<file path="config.mk">
export PLATFORM = sky130hd
export DESIGN_NAME = dmm_top
export DESIGN_NICKNAME = d
export VERILOG_FILES = /design/src/hdl/dmm_pkg.sv /design/src/hdl/dmm_top.sv /design/src/hdl/pin_mux.sv /design/src/hdl/adc_mock.sv /design/src/hdl/seq_acq.sv /design/src/hdl/spi_reg_bank.sv
export VERILOG_INCLUDE_DIRS = /design/src /design/src/hdl
export SDC_FILE = /design/constraint.sdc
export NUM_CORES = 1
export LEC_CHECK = 0
export ABC_CLOCK_PERIOD_IN_PS = 2900
export BUFFER_PORTS_ARGS = -buffer_cell sky130_fd_sc_hd__buf_2
export CORE_MARGIN = 5
export CORE_UTILIZATION = 30
export CTS_CLUSTER_DIAMETER = 150
export CTS_CLUSTER_SIZE = 14
export DETAILED_ROUTE_END_ITERATION = 8
export GPL_TIMING_DRIVEN = 0
export SLEW_MARGIN = 20
export SYNTH_ARGS = -nofsm -noshare
export SYNTH_HDL_FRONTEND = slang
export SYNTH_HIERARCHICAL = 1
export SYNTH_SLANG_ARGS = --single-unit
</file>
<file path="constraint.sdc">
create_clock -name clk -period 2.9 [get_ports clk]
set_input_delay 0.145 -clock clk [delete_from_list [all_inputs] [get_ports clk]]
set_output_delay 0.145 -clock clk [all_outputs]
set_load 0.005 [all_outputs]
</file>
<file path="src/hdl/dmm_consts.svh">
`ifndef DMM_CONSTS_SVH
`define DMM_CONSTS_SVH

//////////////////////////////////////////////////////////////////////
// spi register bank

`define DMM_REG_W         32      // every register is one word
`define DMM_ADDR_W        8
`define DMM_FRAME_BITS    40      // address byte then data word
`define DMM_REG_FIRST     1       // lowest mapped address
`define DMM_REG_LAST      12      // highest mapped address
`define DMM_STATUS_MAGIC  8'hAA   // low status byte, lets the mcu spot a dead bus

//////////////////////////////////////////////////////////////////////
// output vector and sequencer

`define DMM_OUT_W         26
`define DMM_MODE_W        3
`define DMM_SEQ_MAX       4       // entries in one sequence
`define DMM_SEQ_W         6       // azmux + pc_sw
`define DMM_SEQ_N_W       3       // holds 1 .. 4
`define DMM_IDX_W         2
`define DMM_CNT_W         24      // precharge and aperture counts, in clk

`endif
</file>
<file path="src/hdl/dmm_pkg.sv">
`include "dmm_consts.svh"

package dmm_pkg;

  // register map, one word each
  typedef enum logic [`DMM_ADDR_W-1:0] {
    REG_SPI_MUX      = 8'd1,
    REG_4094         = 8'd2,
    REG_MODE         = 8'd3,
    REG_DIRECT       = 8'd4,
    REG_STATUS       = 8'd5,   // read only
    REG_SA_PRECHARGE = 8'd6,
    REG_SA_SEQ_N     = 8'd7,
    REG_SA_SEQ0      = 8'd8,
    REG_SA_SEQ1      = 8'd9,
    REG_SA_SEQ2      = 8'd10,
    REG_SA_SEQ3      = 8'd11,
    REG_ADC_APERTURE = 8'd12
  } reg_addr_e;

  // output function select, anything else drives zeros
  typedef enum logic [`DMM_MODE_W-1:0] {
    MODE_DIRECT  = 3'd0,
    MODE_SA_MOCK = 3'd6
  } mode_e;

  typedef enum logic [1:0] {
    SA_IDLE,
    SA_SETTLE,    // precharge wait
    SA_MEASURE    // adc running
  } sa_state_e;

  typedef struct packed {
    logic [3:0] azmux;
    logic [1:0] pc_sw;
  } sa_entry_t;

  typedef struct packed {
    logic [`DMM_SEQ_N_W-1:0]      seq_n;
    sa_entry_t [`DMM_SEQ_MAX-1:0] seq;
    logic [`DMM_CNT_W-1:0]        precharge;
  } sa_cfg_t;

  // physical pin order, msb first
  typedef struct packed {
    logic       adc_reset_n;
    logic       meas_complete;
    logic       spi_interrupt;
    logic       cmpr_latch;
    logic [3:0] adc_refmux;
    logic [3:0] azmux;
    logic [1:0] pc_sw;
    logic [7:0] monitor;
    logic [3:0] leds;
  } out_vec_t;

  typedef struct packed {
    logic [3:0]            spi_mux;
    logic                  oe_4094;
    mode_e                 mode;
    out_vec_t              direct;
    sa_cfg_t               sa;
    logic [`DMM_CNT_W-1:0] aperture;
  } reg_cfg_t;

endpackage

</file>
<file path="src/hdl/dmm_top.sv">
module dmm_top import dmm_pkg::*; (
  input  logic       clk,
  input  logic       reset_i,

  // mcu spi
  input  logic       sck_i,
  input  logic       ss_i,
  input  logic       sdi_i,
  input  logic       cs2_i,
  output logic       sdo_o,

  input  logic       sa_trig_i,
  input  logic [3:0] hw_flags_i,

  // routed spi
  output logic       spi_glb_clk_o,
  output logic       spi_glb_mosi_o,
  output logic       spi_4094_strobe_o,
  output logic       spi_4094_oe_o,
  output logic       spi_dac_ss_o,
  output logic       spi_iso_dac_cs_o,
  output logic       spi_iso_dac_cs2_o,

  // front end pins
  output logic [3:0] leds_o,
  output logic [7:0] monitor_o,
  output logic [1:0] pc_sw_o,
  output logic [3:0] azmux_o,       // u410
  output logic [3:0] adc_refmux_o,
  output logic       adc_cmpr_latch_o,
  output logic       spi_interrupt_o,
  output logic       meas_complete_o,
  output logic       adc_reset_n_o
);

  reg_cfg_t       cfg;
  out_vec_t       sa_pins, pins;
  logic [2:0]     sample_idx_last;
  logic           adc_start, meas_valid;

  spi_reg_bank u_regs (
    .clk               (clk),
    .reset_i           (reset_i),
    .sck_i             (sck_i),
    .ss_i              (ss_i),
    .sdi_i             (sdi_i),
    .hw_flags_i        (hw_flags_i),
    .sample_idx_last_i (sample_idx_last),
    .sdo_o             (sdo_o),
    .cfg_o             (cfg)
  );

  seq_acq u_seq (
    .clk               (clk),
    .reset_i           (reset_i),
    .sa_trig_i         (sa_trig_i),
    .sa_cfg_i          (cfg.sa),
    .meas_valid_i      (meas_valid),    // from mock adc
    .adc_start_o       (adc_start),
    .pins_o            (sa_pins),
    .sample_idx_last_o (sample_idx_last)
  );

  adc_mock u_adc (
    .clk          (clk),
    .reset_i      (reset_i),
    .adc_start_i  (adc_start),
    .aperture_i   (cfg.aperture),
    .meas_valid_o (meas_valid)
  );

  pin_mux u_mux (
    .clk               (clk),
    .cfg_i             (cfg),
    .sa_pins_i         (sa_pins),
    .meas_valid_i      (meas_valid),
    .sck_i             (sck_i),
    .sdi_i             (sdi_i),
    .cs2_i             (cs2_i),
    .spi_glb_clk_o     (spi_glb_clk_o),
    .spi_glb_mosi_o    (spi_glb_mosi_o),
    .spi_4094_strobe_o (spi_4094_strobe_o),
    .spi_4094_oe_o     (spi_4094_oe_o),
    .spi_dac_ss_o      (spi_dac_ss_o),
    .spi_iso_dac_cs_o  (spi_iso_dac_cs_o),
    .spi_iso_dac_cs2_o (spi_iso_dac_cs2_o),
    .pins_o            (pins)
  );

  // pin vector onto the board nets
  assign adc_reset_n_o    = pins.adc_reset_n;
  assign meas_complete_o  = pins.meas_complete;
  assign spi_interrupt_o  = pins.spi_interrupt;
  assign adc_cmpr_latch_o = pins.cmpr_latch;
  assign adc_refmux_o     = pins.adc_refmux;
  assign azmux_o          = pins.azmux;
  assign pc_sw_o          = pins.pc_sw;
  assign monitor_o        = pins.monitor;
  assign leds_o           = pins.leds;

endmodule

</file>
<file path="src/hdl/pin_mux.sv">
module pin_mux import dmm_pkg::*; (
  input  logic     clk,            // assertion sampling only
  input  reg_cfg_t cfg_i,
  input  out_vec_t sa_pins_i,
  input  logic     meas_valid_i,
  input  logic     sck_i,
  input  logic     sdi_i,
  input  logic     cs2_i,
  output logic     spi_glb_clk_o,
  output logic     spi_glb_mosi_o,
  output logic     spi_4094_strobe_o,
  output logic     spi_4094_oe_o,
  output logic     spi_dac_ss_o,
  output logic     spi_iso_dac_cs_o,
  output logic     spi_iso_dac_cs2_o,
  output out_vec_t pins_o
);

  //////////////////////////////////////////////////////////////////////
  // spi routing

  assign spi_glb_clk_o     = (cfg_i.spi_mux == 4'd0) ? 1'b1 : sck_i;    // park hi
  assign spi_glb_mosi_o    = (cfg_i.spi_mux == 4'd0) ? 1'b1 : sdi_i;

  assign spi_4094_strobe_o = (cfg_i.spi_mux == 4'd1) ? ~cs2_i : 1'b0;   // active hi
  assign spi_dac_ss_o      = (cfg_i.spi_mux == 4'd2) ? cs2_i : 1'b1;    // active lo
  assign spi_iso_dac_cs_o  = (cfg_i.spi_mux == 4'd4) ? cs2_i : 1'b1;
  assign spi_iso_dac_cs2_o = (cfg_i.spi_mux == 4'd8) ? cs2_i : 1'b1;

  assign spi_4094_oe_o     = cfg_i.oe_4094;

  //////////////////////////////////////////////////////////////////////
  // output function select

  out_vec_t sa_merged;

  always_comb begin
    sa_merged               = sa_pins_i;
    sa_merged.meas_complete = meas_valid_i;   // mcu sees the sample on both lines
    sa_merged.spi_interrupt = meas_valid_i;
    case (cfg_i.mode)
      MODE_DIRECT:  pins_o = cfg_i.direct;    // full pin control, board bring-up
      MODE_SA_MOCK: pins_o = sa_merged;
      default:      pins_o = '0;
    endcase
  end

  // two peripherals never share the bus
  a_one_cs: assert property (@(posedge clk)
    $onehot0({spi_4094_strobe_o, ~spi_dac_ss_o, ~spi_iso_dac_cs_o, ~spi_iso_dac_cs2_o}));

endmodule

</file>
<file path="src/hdl/adc_mock.sv">
`include "dmm_consts.svh"

module adc_mock (
  input  logic                  clk,
  input  logic                  reset_i,
  input  logic                  adc_start_i,
  input  logic [`DMM_CNT_W-1:0] aperture_i,
  output logic                  meas_valid_o
);

  logic [`DMM_CNT_W-1:0] cnt_q;    // clks since adc_start rose
  logic                  done_q;   // answered, wait for start to drop

  always_ff @(posedge clk) begin
    if (reset_i) begin
      cnt_q        <= '0;
      done_q       <= 1'b0;
      meas_valid_o <= 1'b0;
    end else begin
      meas_valid_o <= 1'b0;   // single clk pulse
      if (!adc_start_i) begin
        cnt_q  <= '0;
        done_q <= 1'b0;
      end else if (!done_q) begin
        if (cnt_q == aperture_i) begin   // valid lands aperture+1 after the rise
          meas_valid_o <= 1'b1;
          done_q       <= 1'b1;
        end else begin
          cnt_q <= cnt_q + 1'b1;
        end
      end
    end
  end

  a_valid_pulse: assert property (@(posedge clk) disable iff (reset_i)
    meas_valid_o |=> !meas_valid_o);

endmodule

</file>
<file path="src/hdl/seq_acq.sv">
`include "dmm_consts.svh"

module seq_acq import dmm_pkg::*; (
  input  logic                    clk,
  input  logic                    reset_i,
  input  logic                    sa_trig_i,
  input  sa_cfg_t                 sa_cfg_i,
  input  logic                    meas_valid_i,
  output logic                    adc_start_o,
  output out_vec_t                pins_o,
  output logic [`DMM_SEQ_N_W-1:0] sample_idx_last_o
);

  sa_state_e              state_q;
  logic [`DMM_IDX_W-1:0]  idx_q;        // current entry
  logic [`DMM_IDX_W-1:0]  idx_next;
  logic [`DMM_CNT_W-1:0]  pc_cnt_q;     // precharge counter
  sa_entry_t              entry;

  assign entry = sa_cfg_i.seq[idx_q];

  // wrap on seq_n, a zero seq_n behaves as one entry
  assign idx_next = ({1'b0, idx_q} + 1'b1 >= sa_cfg_i.seq_n) ? '0 : idx_q + 1'b1;

  assign adc_start_o = (state_q == SA_MEASURE);   // held until the adc answers

  //////////////////////////////////////////////////////////////////////
  // sequence FSM

  always_ff @(posedge clk) begin
    if (reset_i) begin
      state_q           <= SA_IDLE;
      idx_q             <= '0;
      pc_cnt_q          <= '0;
      sample_idx_last_o <= '0;
    end else if (!sa_trig_i) begin   // trigger lo parks at entry 0
      state_q  <= SA_IDLE;
      idx_q    <= '0;
      pc_cnt_q <= '0;
    end else begin
      case (state_q)
        SA_IDLE: begin
          state_q  <= SA_SETTLE;
          pc_cnt_q <= '0;
        end
        SA_SETTLE: begin
          if (pc_cnt_q == sa_cfg_i.precharge) state_q <= SA_MEASURE;   // precharge+1 clks
          else pc_cnt_q <= pc_cnt_q + 1'b1;
        end
        SA_MEASURE: begin
          if (meas_valid_i) begin
            sample_idx_last_o <= {1'b0, idx_q};   // entry just measured
            idx_q             <= idx_next;
            pc_cnt_q          <= '0;
            state_q           <= SA_SETTLE;
          end
        end
        default: state_q <= SA_IDLE;
      endcase
    end
  end

  //////////////////////////////////////////////////////////////////////
  // pin vector

  always_comb begin
    pins_o             = '0;
    pins_o.adc_reset_n = adc_start_o;   // meas flags get merged downstream
    if (state_q != SA_IDLE) begin
      pins_o.azmux = entry.azmux;
      pins_o.pc_sw = entry.pc_sw;
    end
    // scope view, hi pc_sw bit marks the ch1 precharge
    pins_o.monitor = {3'b000, pins_o.pc_sw[1], idx_q, state_q};
    pins_o.leds    = 4'b0001 << idx_q;
  end

  // once started the adc stays started until it answers or the trigger drops
  a_start_held: assert property (@(posedge clk) disable iff (reset_i)
    (adc_start_o && !meas_valid_i && sa_trig_i) |=> (adc_start_o && state_q == SA_MEASURE));

endmodule

</file>
<file path="src/hdl/spi_reg_bank.sv">
`include "dmm_consts.svh"

module spi_reg_bank import dmm_pkg::*; (
  input  logic                   clk,
  input  logic                   reset_i,
  input  logic                   sck_i,
  input  logic                   ss_i,
  input  logic                   sdi_i,
  input  logic [3:0]             hw_flags_i,
  input  logic [`DMM_SEQ_N_W-1:0] sample_idx_last_i,
  output logic                   sdo_o,
  output reg_cfg_t               cfg_o
);

  localparam int BIT_CNT_W = $clog2(`DMM_FRAME_BITS + 1);
  localparam logic [BIT_CNT_W-1:0] FRAME = `DMM_FRAME_BITS;
  localparam logic [BIT_CNT_W-1:0] ADDR_DONE = `DMM_ADDR_W - 1;

  //////////////////////////////////////////////////////////////////////
  // pin oversampling of {ss, sck, sdi}

  logic [2:0] meta_q, sync_q;
  logic       sck_prev_q, ss_prev_q;
  logic       ss_s, sck_s, sdi_s;
  logic       sck_rise, sck_fall, ss_rise;

  assign {ss_s, sck_s, sdi_s} = sync_q;
  assign sck_rise = sck_s & ~sck_prev_q & ~ss_s;
  assign sck_fall = ~sck_s & sck_prev_q & ~ss_s;   // sdo moves here in mode 0
  assign ss_rise  = ss_s & ~ss_prev_q;             // end of frame

  logic [BIT_CNT_W-1:0]       cnt_q;
  logic                       drop_q;              // frame ran past 40 bits
  logic                       wr_q;
  logic [`DMM_FRAME_BITS-1:0] sr_q;                // address then data
  logic [`DMM_REG_W-1:0]      rd_q;                // readback shifter
  logic [`DMM_REG_W-1:0]      rd_word, status_w;
  logic [`DMM_ADDR_W-1:0]     addr_next, wr_addr;

  logic [`DMM_REG_W-1:0] regs_q [`DMM_REG_FIRST:`DMM_REG_LAST];

  assign addr_next = {sr_q[`DMM_ADDR_W-2:0], sdi_s};   // address as of the 8th edge
  assign wr_addr   = sr_q[`DMM_FRAME_BITS-1 -: `DMM_ADDR_W];
  assign sdo_o     = rd_q[`DMM_REG_W-1];

  always_ff @(posedge clk) begin
    if (reset_i) begin
      meta_q     <= 3'b100;   // ss idles high
      sync_q     <= 3'b100;
      sck_prev_q <= 1'b0;
      ss_prev_q  <= 1'b1;
      cnt_q      <= '0;
      drop_q     <= 1'b0;
      wr_q       <= 1'b0;
      rd_q       <= '0;
    end else begin
      meta_q     <= {ss_i, sck_i, sdi_i};
      sync_q     <= meta_q;
      sck_prev_q <= sck_s;
      ss_prev_q  <= ss_s;
      wr_q       <= ss_rise && (cnt_q == FRAME) && !drop_q;   // only whole frames
      if (ss_s) begin
        cnt_q  <= '0;
        drop_q <= 1'b0;
        rd_q   <= '0;
      end else if (sck_rise) begin
        if (cnt_q == FRAME) drop_q <= 1'b1;   // long frame gets discarded
        else cnt_q <= cnt_q + 1'b1;
        if (cnt_q == ADDR_DONE) rd_q <= rd_word;   // old value from before the write
      end else if (sck_fall && cnt_q > ADDR_DONE + 1'b1) begin
        rd_q <= {rd_q[`DMM_REG_W-2:0], 1'b0};
      end
    end
  end

  // frame shifter, msb first
  always_ff @(posedge clk) begin
    if (sck_rise) sr_q <= {sr_q[`DMM_FRAME_BITS-2:0], sdi_s};
  end

  //////////////////////////////////////////////////////////////////////
  // register file

  always_ff @(posedge clk) begin
    if (reset_i) begin
      for (int i = `DMM_REG_FIRST; i <= `DMM_REG_LAST; i++) regs_q[i] <= '0;
    end else if (wr_q && wr_addr >= `DMM_REG_FIRST && wr_addr <= `DMM_REG_LAST
                 && wr_addr != REG_STATUS) begin
      regs_q[wr_addr] <= sr_q[`DMM_REG_W-1:0];
    end
  end

  assign status_w = {8'h00,
                     1'b0, regs_q[REG_SA_SEQ_N][`DMM_SEQ_N_W-1:0], 1'b0, sample_idx_last_i,
                     regs_q[REG_SPI_MUX][3:0], hw_flags_i,
                     `DMM_STATUS_MAGIC};

  always_comb begin
    rd_word = '0;   // unmapped reads as zero
    if (addr_next == REG_STATUS) rd_word = status_w;   // live
    else if (addr_next >= `DMM_REG_FIRST && addr_next <= `DMM_REG_LAST)
      rd_word = regs_q[addr_next];
  end

  always_comb begin
    cfg_o.spi_mux      = regs_q[REG_SPI_MUX][3:0];
    cfg_o.oe_4094      = regs_q[REG_4094][0];      // 4094 outputs stay off after reset
    cfg_o.mode         = mode_e'(regs_q[REG_MODE][`DMM_MODE_W-1:0]);
    cfg_o.direct       = out_vec_t'(regs_q[REG_DIRECT][`DMM_OUT_W-1:0]);
    cfg_o.sa.seq_n     = regs_q[REG_SA_SEQ_N][`DMM_SEQ_N_W-1:0];
    cfg_o.sa.precharge = regs_q[REG_SA_PRECHARGE][`DMM_CNT_W-1:0];
    for (int i = 0; i < `DMM_SEQ_MAX; i++)
      cfg_o.sa.seq[i] = sa_entry_t'(regs_q[REG_SA_SEQ0 + i][`DMM_SEQ_W-1:0]);
    cfg_o.aperture     = regs_q[REG_ADC_APERTURE][`DMM_CNT_W-1:0];
  end

  // the count stops at a full frame and only a full count can be marked dropped
  a_frame_len: assert property (@(posedge clk) disable iff (reset_i)
    (cnt_q <= FRAME) && (!drop_q || cnt_q == FRAME));

endmodule

</file>
After elaboration in Yosys (flattened, before gate mapping)
Memories as Yosys holds them, arrays and structs flattened.
Index checks and enable logic that the tools add are counted.
{"block": "totals", "ram_bits": 384, "latchBits": 0, "out_inout_bits": 34, "mem_bits_ro": 0, "n_memories": 1, "regBits": 144}
{"block": "op_classes", "shift": 1, "n_bitwise": 15, "reduce_logical": 27, "muxes": 32, "div": 0, "n_addsub": 5, "multipliers": 0, "eq_ne": 17, "order_cmp": 7}
{"name": "u_regs.regs_q", "words": 12, "width": 32, "read_ports": 12, "rd_ports_with_merged_regs": 0, "write_ports": 12, "line_no": "spi_reg_bank.sv:40", "text": "logic [`DMM_REG_W-1:0] regs_q [`DMM_REG_FIRST:`DMM_REG_LAST];"}
{"cell": "32-bit two-way mux", "count": 6}
{"cell": "24-bit case mux with 3 select lines", "count": 1}
{"cell": "26-bit case mux with 2 select lines", "count": 1}
{"cell": "24-bit by 1-bit adder with 24-bit output (second input constant)", "count": 2}
{"cell": "24-bit equality test", "count": 2}
{"cell": "24-bit two-way mux", "count": 2}
{"cell": "32-bit OR reduction", "count": 1}
{"cell": "8-bit by 1-bit greater-or-equal comparator with 1-bit output (second input constant)", "count": 2}
{"cell": "8-bit by 4-bit less-or-equal comparator with 1-bit output (second input constant)", "count": 2}
{"cell": "1-bit two-way mux", "count": 14}
{"cell": "6-bit binary-select mux with 2-bit select", "count": 1}
{"cell": "6-bit two-way mux", "count": 2}
{"cell": "2-bit AND reduction", "count": 6}
{"cell": "1-bit NOT", "count": 10}
{"cell": "8-bit by 3-bit equality test with 1-bit output (second input constant)", "count": 1}
{"cell": "8-bit by 3-bit != test with 1-bit output (second input constant)", "count": 1}
{"cell": "1-bit logical AND", "count": 7}
{"cell": "6-bit by 1-bit adder with 6-bit output (second input constant)", "count": 1}
{"cell": "6-bit by 3-bit equality test with 1-bit output (second input constant)", "count": 1}
{"cell": "6-bit equality test (second input constant)", "count": 1}
{"cell": "6-bit by 4-bit > comparator with 1-bit output (second input constant)", "count": 1}
{"cell": "2-bit two-way mux", "count": 3}
{"cell": "2-bit != test (second input constant)", "count": 3}
{"cell": "2-bit case mux with 3 select lines", "count": 1}
{"cell": "24 further kinds", "count": 32}

Logic depth before layout (Yosys ltp)
{"block": "logic_depth", "word_depth": 9, "depth_mapped": 9}

Modules after synthesis
The synthesis kept the hierarchy.
{"mod": "spi_reg_bank", "cells_each": 1756, "area_per_inst_um2": 25497.0, "seq_area_each_um2": 16816.1, "n_inst": 1}
{"mod": "seq_acq", "cells_each": 272, "area_per_inst_um2": 2242.2, "seq_area_each_um2": 600.6, "n_inst": 1}
{"mod": "adc_mock", "cells_each": 192, "area_per_inst_um2": 1552.7, "seq_area_each_um2": 520.5, "n_inst": 1}
{"mod": "pin_mux", "cells_each": 102, "area_per_inst_um2": 742.0, "seq_area_each_um2": 0.0, "n_inst": 1}

Worst setup path before layout
No wires, ideal clock.
{"block": "synth_timing", "kind": "register to register", "start": "reg u_regs.sync_q[2]", "end": "reg u_regs.cnt_q[0]", "arrival_ps": 2634, "path_buffers": 2, "slack_ps": 139, "setup_ps": 127, "path_stages_with_launch": 9, "path_cell_list": "dfxtp_1 > nor2_1 > nand2_1 > inv_1 > clkbuf_1 > clkbuf_1 > nand2_1 > xnor2_1 > nor2_1"}
{"block": "synth_via", "elab_chain_cells": 3, "word_cells_on_any_way": 4, "cone_classes": "bitwise (2); reduce/logical (2)"}
{"item": "start, declared", "line_no": "spi_reg_bank.sv:22", "text": "logic [2:0] meta_q, sync_q;"}
{"item": "start signal, assigned", "line_no": "spi_reg_bank.sv:58", "text": "sync_q <= meta_q;"}
{"item": "1-bit NOT", "line_no": "spi_reg_bank.sv:28", "text": "assign sck_rise = sck_s & ~sck_prev_q & ~ss_s;"}
{"item": "1-bit AND", "line_no": "spi_reg_bank.sv:28"}
{"item": "via u_regs.sck_rise", "line_no": "spi_reg_bank.sv:25", "text": "logic sck_rise, sck_fall, ss_rise;"}
{"item": "2-bit AND reduction (no line)"}
{"item": "end signal, assigned", "line_no": "spi_reg_bank.sv:68", "text": "else cnt_q <= cnt_q + 1'b1;"}
{"item": "end, declared", "line_no": "spi_reg_bank.sv:32", "text": "logic [BIT_CNT_W-1:0] cnt_q;"}
The timed path passes the listed nets, and every way through them passes these cells.
A chain may end at the register's enable or synchronous reset.

Worst setup path in the final report
{"block": "layout_timing", "start": "reg u_regs.sr_q[2]", "end": "reg u_regs.rd_q[6]"}
{"block": "layout_via", "elab_chain_cells": 6, "word_cells_on_any_way": 9, "cone_classes": "order compare (2); eq/ne (1); mux (4); reduce/logical (1); memory (1)"}
{"item": "start, declared", "line_no": "spi_reg_bank.sv:35", "text": "logic [`DMM_FRAME_BITS-1:0] sr_q;"}
{"item": "start signal, assigned", "line_no": "spi_reg_bank.sv:78", "text": "if (sck_rise) sr_q <= {sr_q[`DMM_FRAME_BITS-2:0], sdi_s};"}
{"item": "8-bit by 1-bit greater-or-equal comparator with 1-bit output (no line) / 8-bit by 4-bit less-or-equal comparator with 1-bit output (equally long branches)"}
{"item": "1-bit logical AND (no line)"}
{"item": "32-bit two-way mux", "line_no": "spi_reg_bank.sv:101", "text": "else if (addr_next >= `DMM_REG_FIRST && addr_next <= `DMM_REG_LAST)"}
{"item": "32-bit two-way mux (*)", "line_no": "spi_reg_bank.sv:100", "text": "if (addr_next == REG_STATUS) rd_word = status_w;"}
{"item": "32-bit two-way mux (*)", "line_no": "spi_reg_bank.sv:69", "text": "if (cnt_q == ADDR_DONE) rd_q <= rd_word;"}
{"item": "32-bit two-way mux (*)", "line_no": "spi_reg_bank.sv:66", "text": "end else if (sck_rise) begin"}
{"item": "end signal, assigned", "line_no": "spi_reg_bank.sv:69"}
{"item": "end signal, assigned", "line_no": "spi_reg_bank.sv:71", "text": "rd_q <= {rd_q[`DMM_REG_W-2:0], 1'b0};"}
{"item": "end, declared", "line_no": "spi_reg_bank.sv:36", "text": "logic [`DMM_REG_W-1:0] rd_q;"}
Every way passes the cells marked *; elsewhere a longest branch is shown, timed or not. The select of a mux whose other input is x is not followed.

==> run summary <==
Max Root-Sink Buffers: 3
Worst EP required: 3440 ps
total core area: 99700 um^2
die area: 106000 um^2
CTS tree: done
Flop pwr share: 57.5%
Worst Min Path Start: hw_flags_i[0]
Residual DRC: 0
Mean Syn Cell Area: 12.9 um^2
vias in the first global route: 18837
switching share of power: 22.4%
Fillers: 9798
clock share of power: 37.0%
DR WL/cell: 23.5 um
Clk Latency, worst-skew pair: 620 ps
number of antenna violations at the first check in global routing: 4
Layout area overhead: 14.1%
Non-Filler Instances: 3926
Internal: 13.9 mW
drt via density: 4.95
fmax: 343 MHz
Slowest-stage cell, CP: nor2b_1
Logic pwr share: 5.4%
critical path type: reg -> reg
final hold violations: 0
LEAKAGE: 12.3 nW
Switching Power: 4.02 mW
class of the worst hold path: in -> reg
startpoint types: flip-flop
I/O Buffers: 44
Final Cycle Share: 100%
register-to-register setup slack: -10 ps
Placed Area: 32500 um^2
Worst Path Buf+Inv: 2
PD cells: 525 nW/um^2
Final Worst Setup Slack: -11.9 ps
Routed WL: 92200 um
violated checks: antenna violations, negative setup slack
H-tree levels: 2
# rows: 116
unrepaired setup endpoints after global routing: true
Tmin final: 2910 ps
Clock Skew: 32.1 ps
largest net degree at the start of global routing: 33
worst r2r src: u_regs/sr_q[2]$_DFFE_PP_
Max-Slew Margin vs Limit: 30.4%
1st-iter DRT viols: 2433
Synth Warn #: 6
Crit. End Element: flip-flop
Final Wtd Congestion: 0.854
CP max FO: 10
cell family with most CP delay: simple AND/OR/NAND/NOR gates
Mapped Area: 30000 um^2
Num CTS Buffers: 51
Post-Place Cells: 3807
Critical path origin: u_regs/sr_q[2]$_DFFE_PP_
grt ovf: 0
Final Max Slew Viols: 0
CTS sink count: 632
Die W: 326 um
Final setup violation count: 1
Initial Util: 30.1%
sequence of cells on the critical path: clkbuf_2, nor2b_1, clkbuf_1, a22oi_1, nand2_1, o2bb2ai_1
routed via count: 19446
All-Layer GR Usage: 16.7%
share of post-route cells with drive strength above 1: 17.6%
io pins: 45
Die Y: 326 um
layout net count: 2601
root buf cell: clkbuf_16
first-pass GRT wire length: 131000 um
Post-DRT Antenna Nets: 1
post-detail-place hpwl: 62900 um
Finished Cell Area: 34300 um^2
max_cap viols: 0
status: finished with violations
CP max stage delay: 710 ps
cell count after synthesis: 2320
Peak VDD IR: 0.000427 V
Reg clk slew, reported paths: 70 ps
worst slew pin tran: 1040 ps
Place WS: -751 ps
drt pass-1 iters: 6
crit path DAT: 3450 ps
power by group through the flow:
stage | clock network (mW) | logic (mW) | registers, mW
6_report | 6.66 | 0.973 | 10.3
5_1_grt | 7.13 | 1.04 | 10.4
4_1_cts | 6.77 | 0.961 | 10.3
3_5_place_dp | 0 | 0.932 | 10.5
3_3_place_gp | 0 | 0.919 | 10.5
2_1_floorplan | 0 | 0.627 | 10.4
through the flow:
| stage | setup TNS, ps | hold slack [ps] | total power, mW | utilization (%) |
|---|---|---|---|---|
| final | -11.9 | 51.4 | 18.0 | 34.4 |
| after global routing | -7300 | 40.0 | 18.5 | 34.3 |
| after CTS | -74.9 | 7.87 | 18.1 | 34.3 |
| after detailed placement | -91230 | 364 | 11.5 | 32.6 |
| after global placement | -194200 | 355 | 11.5 | 32.5 |
| after floorplan | 0 | 217 | 11.1 | - |
path summary, 6_finish.rpt:
check                           depth (start not counted)                          end
worst min-delay path                                    4  u_regs/rd_q[8]$_SDFFE_PP0P_
worst max register to register                          6  u_regs/rd_q[6]$_SDFFE_PP0P_
worst min register to register                          1       u_regs/wr_q$_SDFF_PP0_
worst max-delay path                                    6  u_regs/rd_q[6]$_SDFFE_PP0P_
state kept, by name (all words and copies together), names as in the netlist, 3 cells and up:
| signal | count |
|---|---|
| u_adc/cnt_q | 24 |
| u_regs/cnt_q | 6 |
| u_regs/meta_q | 3 |
| u_regs/rd_q | 32 |
| u_regs/regs_q | 488 |
| u_regs/sr_q | 40 |
| u_regs/sync_q | 3 |
| u_seq/pc_cnt_q | 24 |
placed cells by master (no fill, tap or decap), types with 12 or more instances in the layout:
cell,n
nor3_1,28
buf_6,12
a21oi_1,49
buf_4,138
or2_4,15
o32ai_2,21
o2bb2ai_1,13
o21ai_0,28
nand2b_1,22
nand4_1,32
and2_1,348
clkbuf_1,124
inv_1,40
nand2_1,130
nor2b_1,34
a22o_1,25
mux4_2,72
buf_2,73
a22oi_1,65
xnor2_1,50
clkbuf_2,25
or2_2,13
edfxtp_1,528
nand3_1,49
conb_1,145
dfxtp_1,104
clkbuf_16,52
mux2i_1,117
nor2_1,74
xor2_1,12
cell type report:
| class | count | area, um^2 | share of cell area (%) |
|---|---|---|---|
| Timing Repair Buffer | 57 | 370 | 1.08 |
| Buffer | 296 | 1810 | 5.27 |
| Multi-Input combinational cell | 1500 | 10900 | 31.7 |
| Antenna cell | 8 | 20.0 | 0.0584 |
| Clock inverter | 3 | 41.3 | 0.121 |
| Inverter | 41 | 154 | 0.449 |
| Sequential cell | 632 | 17900 | 52.4 |
| Tap cell | 1298 | 1620 | 4.74 |
| Clock buffer | 91 | 1450 | 4.23 |
worst register-to-register path, delay by kind of cell (launching register included):
family | cells | cell delay [ps]
compound gates | 2 | 420
buf+inv | 2 | 940
flops | 1 | 500
simple gates | 2 | 990
per-layer routing:
| layer | GRT usage [%] | wire length (um) | vias up |
|---|---|---|---|
| met5 | 0 | 12 | - |
| met1 | 23.3 | 39300 | 9610 |
| met2 | 25.7 | 40900 | 923 |
| met3 | 3.98 | 8410 | 166 |
| li1 | - | - | 8745 |
| met4 | 5.78 | 3530 | 2 |
timing repair:
action                                 in CTS  in global routing
resized for setup                          42                 53
cloned                                      4                  2
setup endpoints to repair                 309                341
pin swaps                                   0                  1
setup buffers                               3                  0
hold buffers                                8                  0
endpoints found under the hold margin      12                  0
No activity file was read; power rests on OpenSTA's default activity.
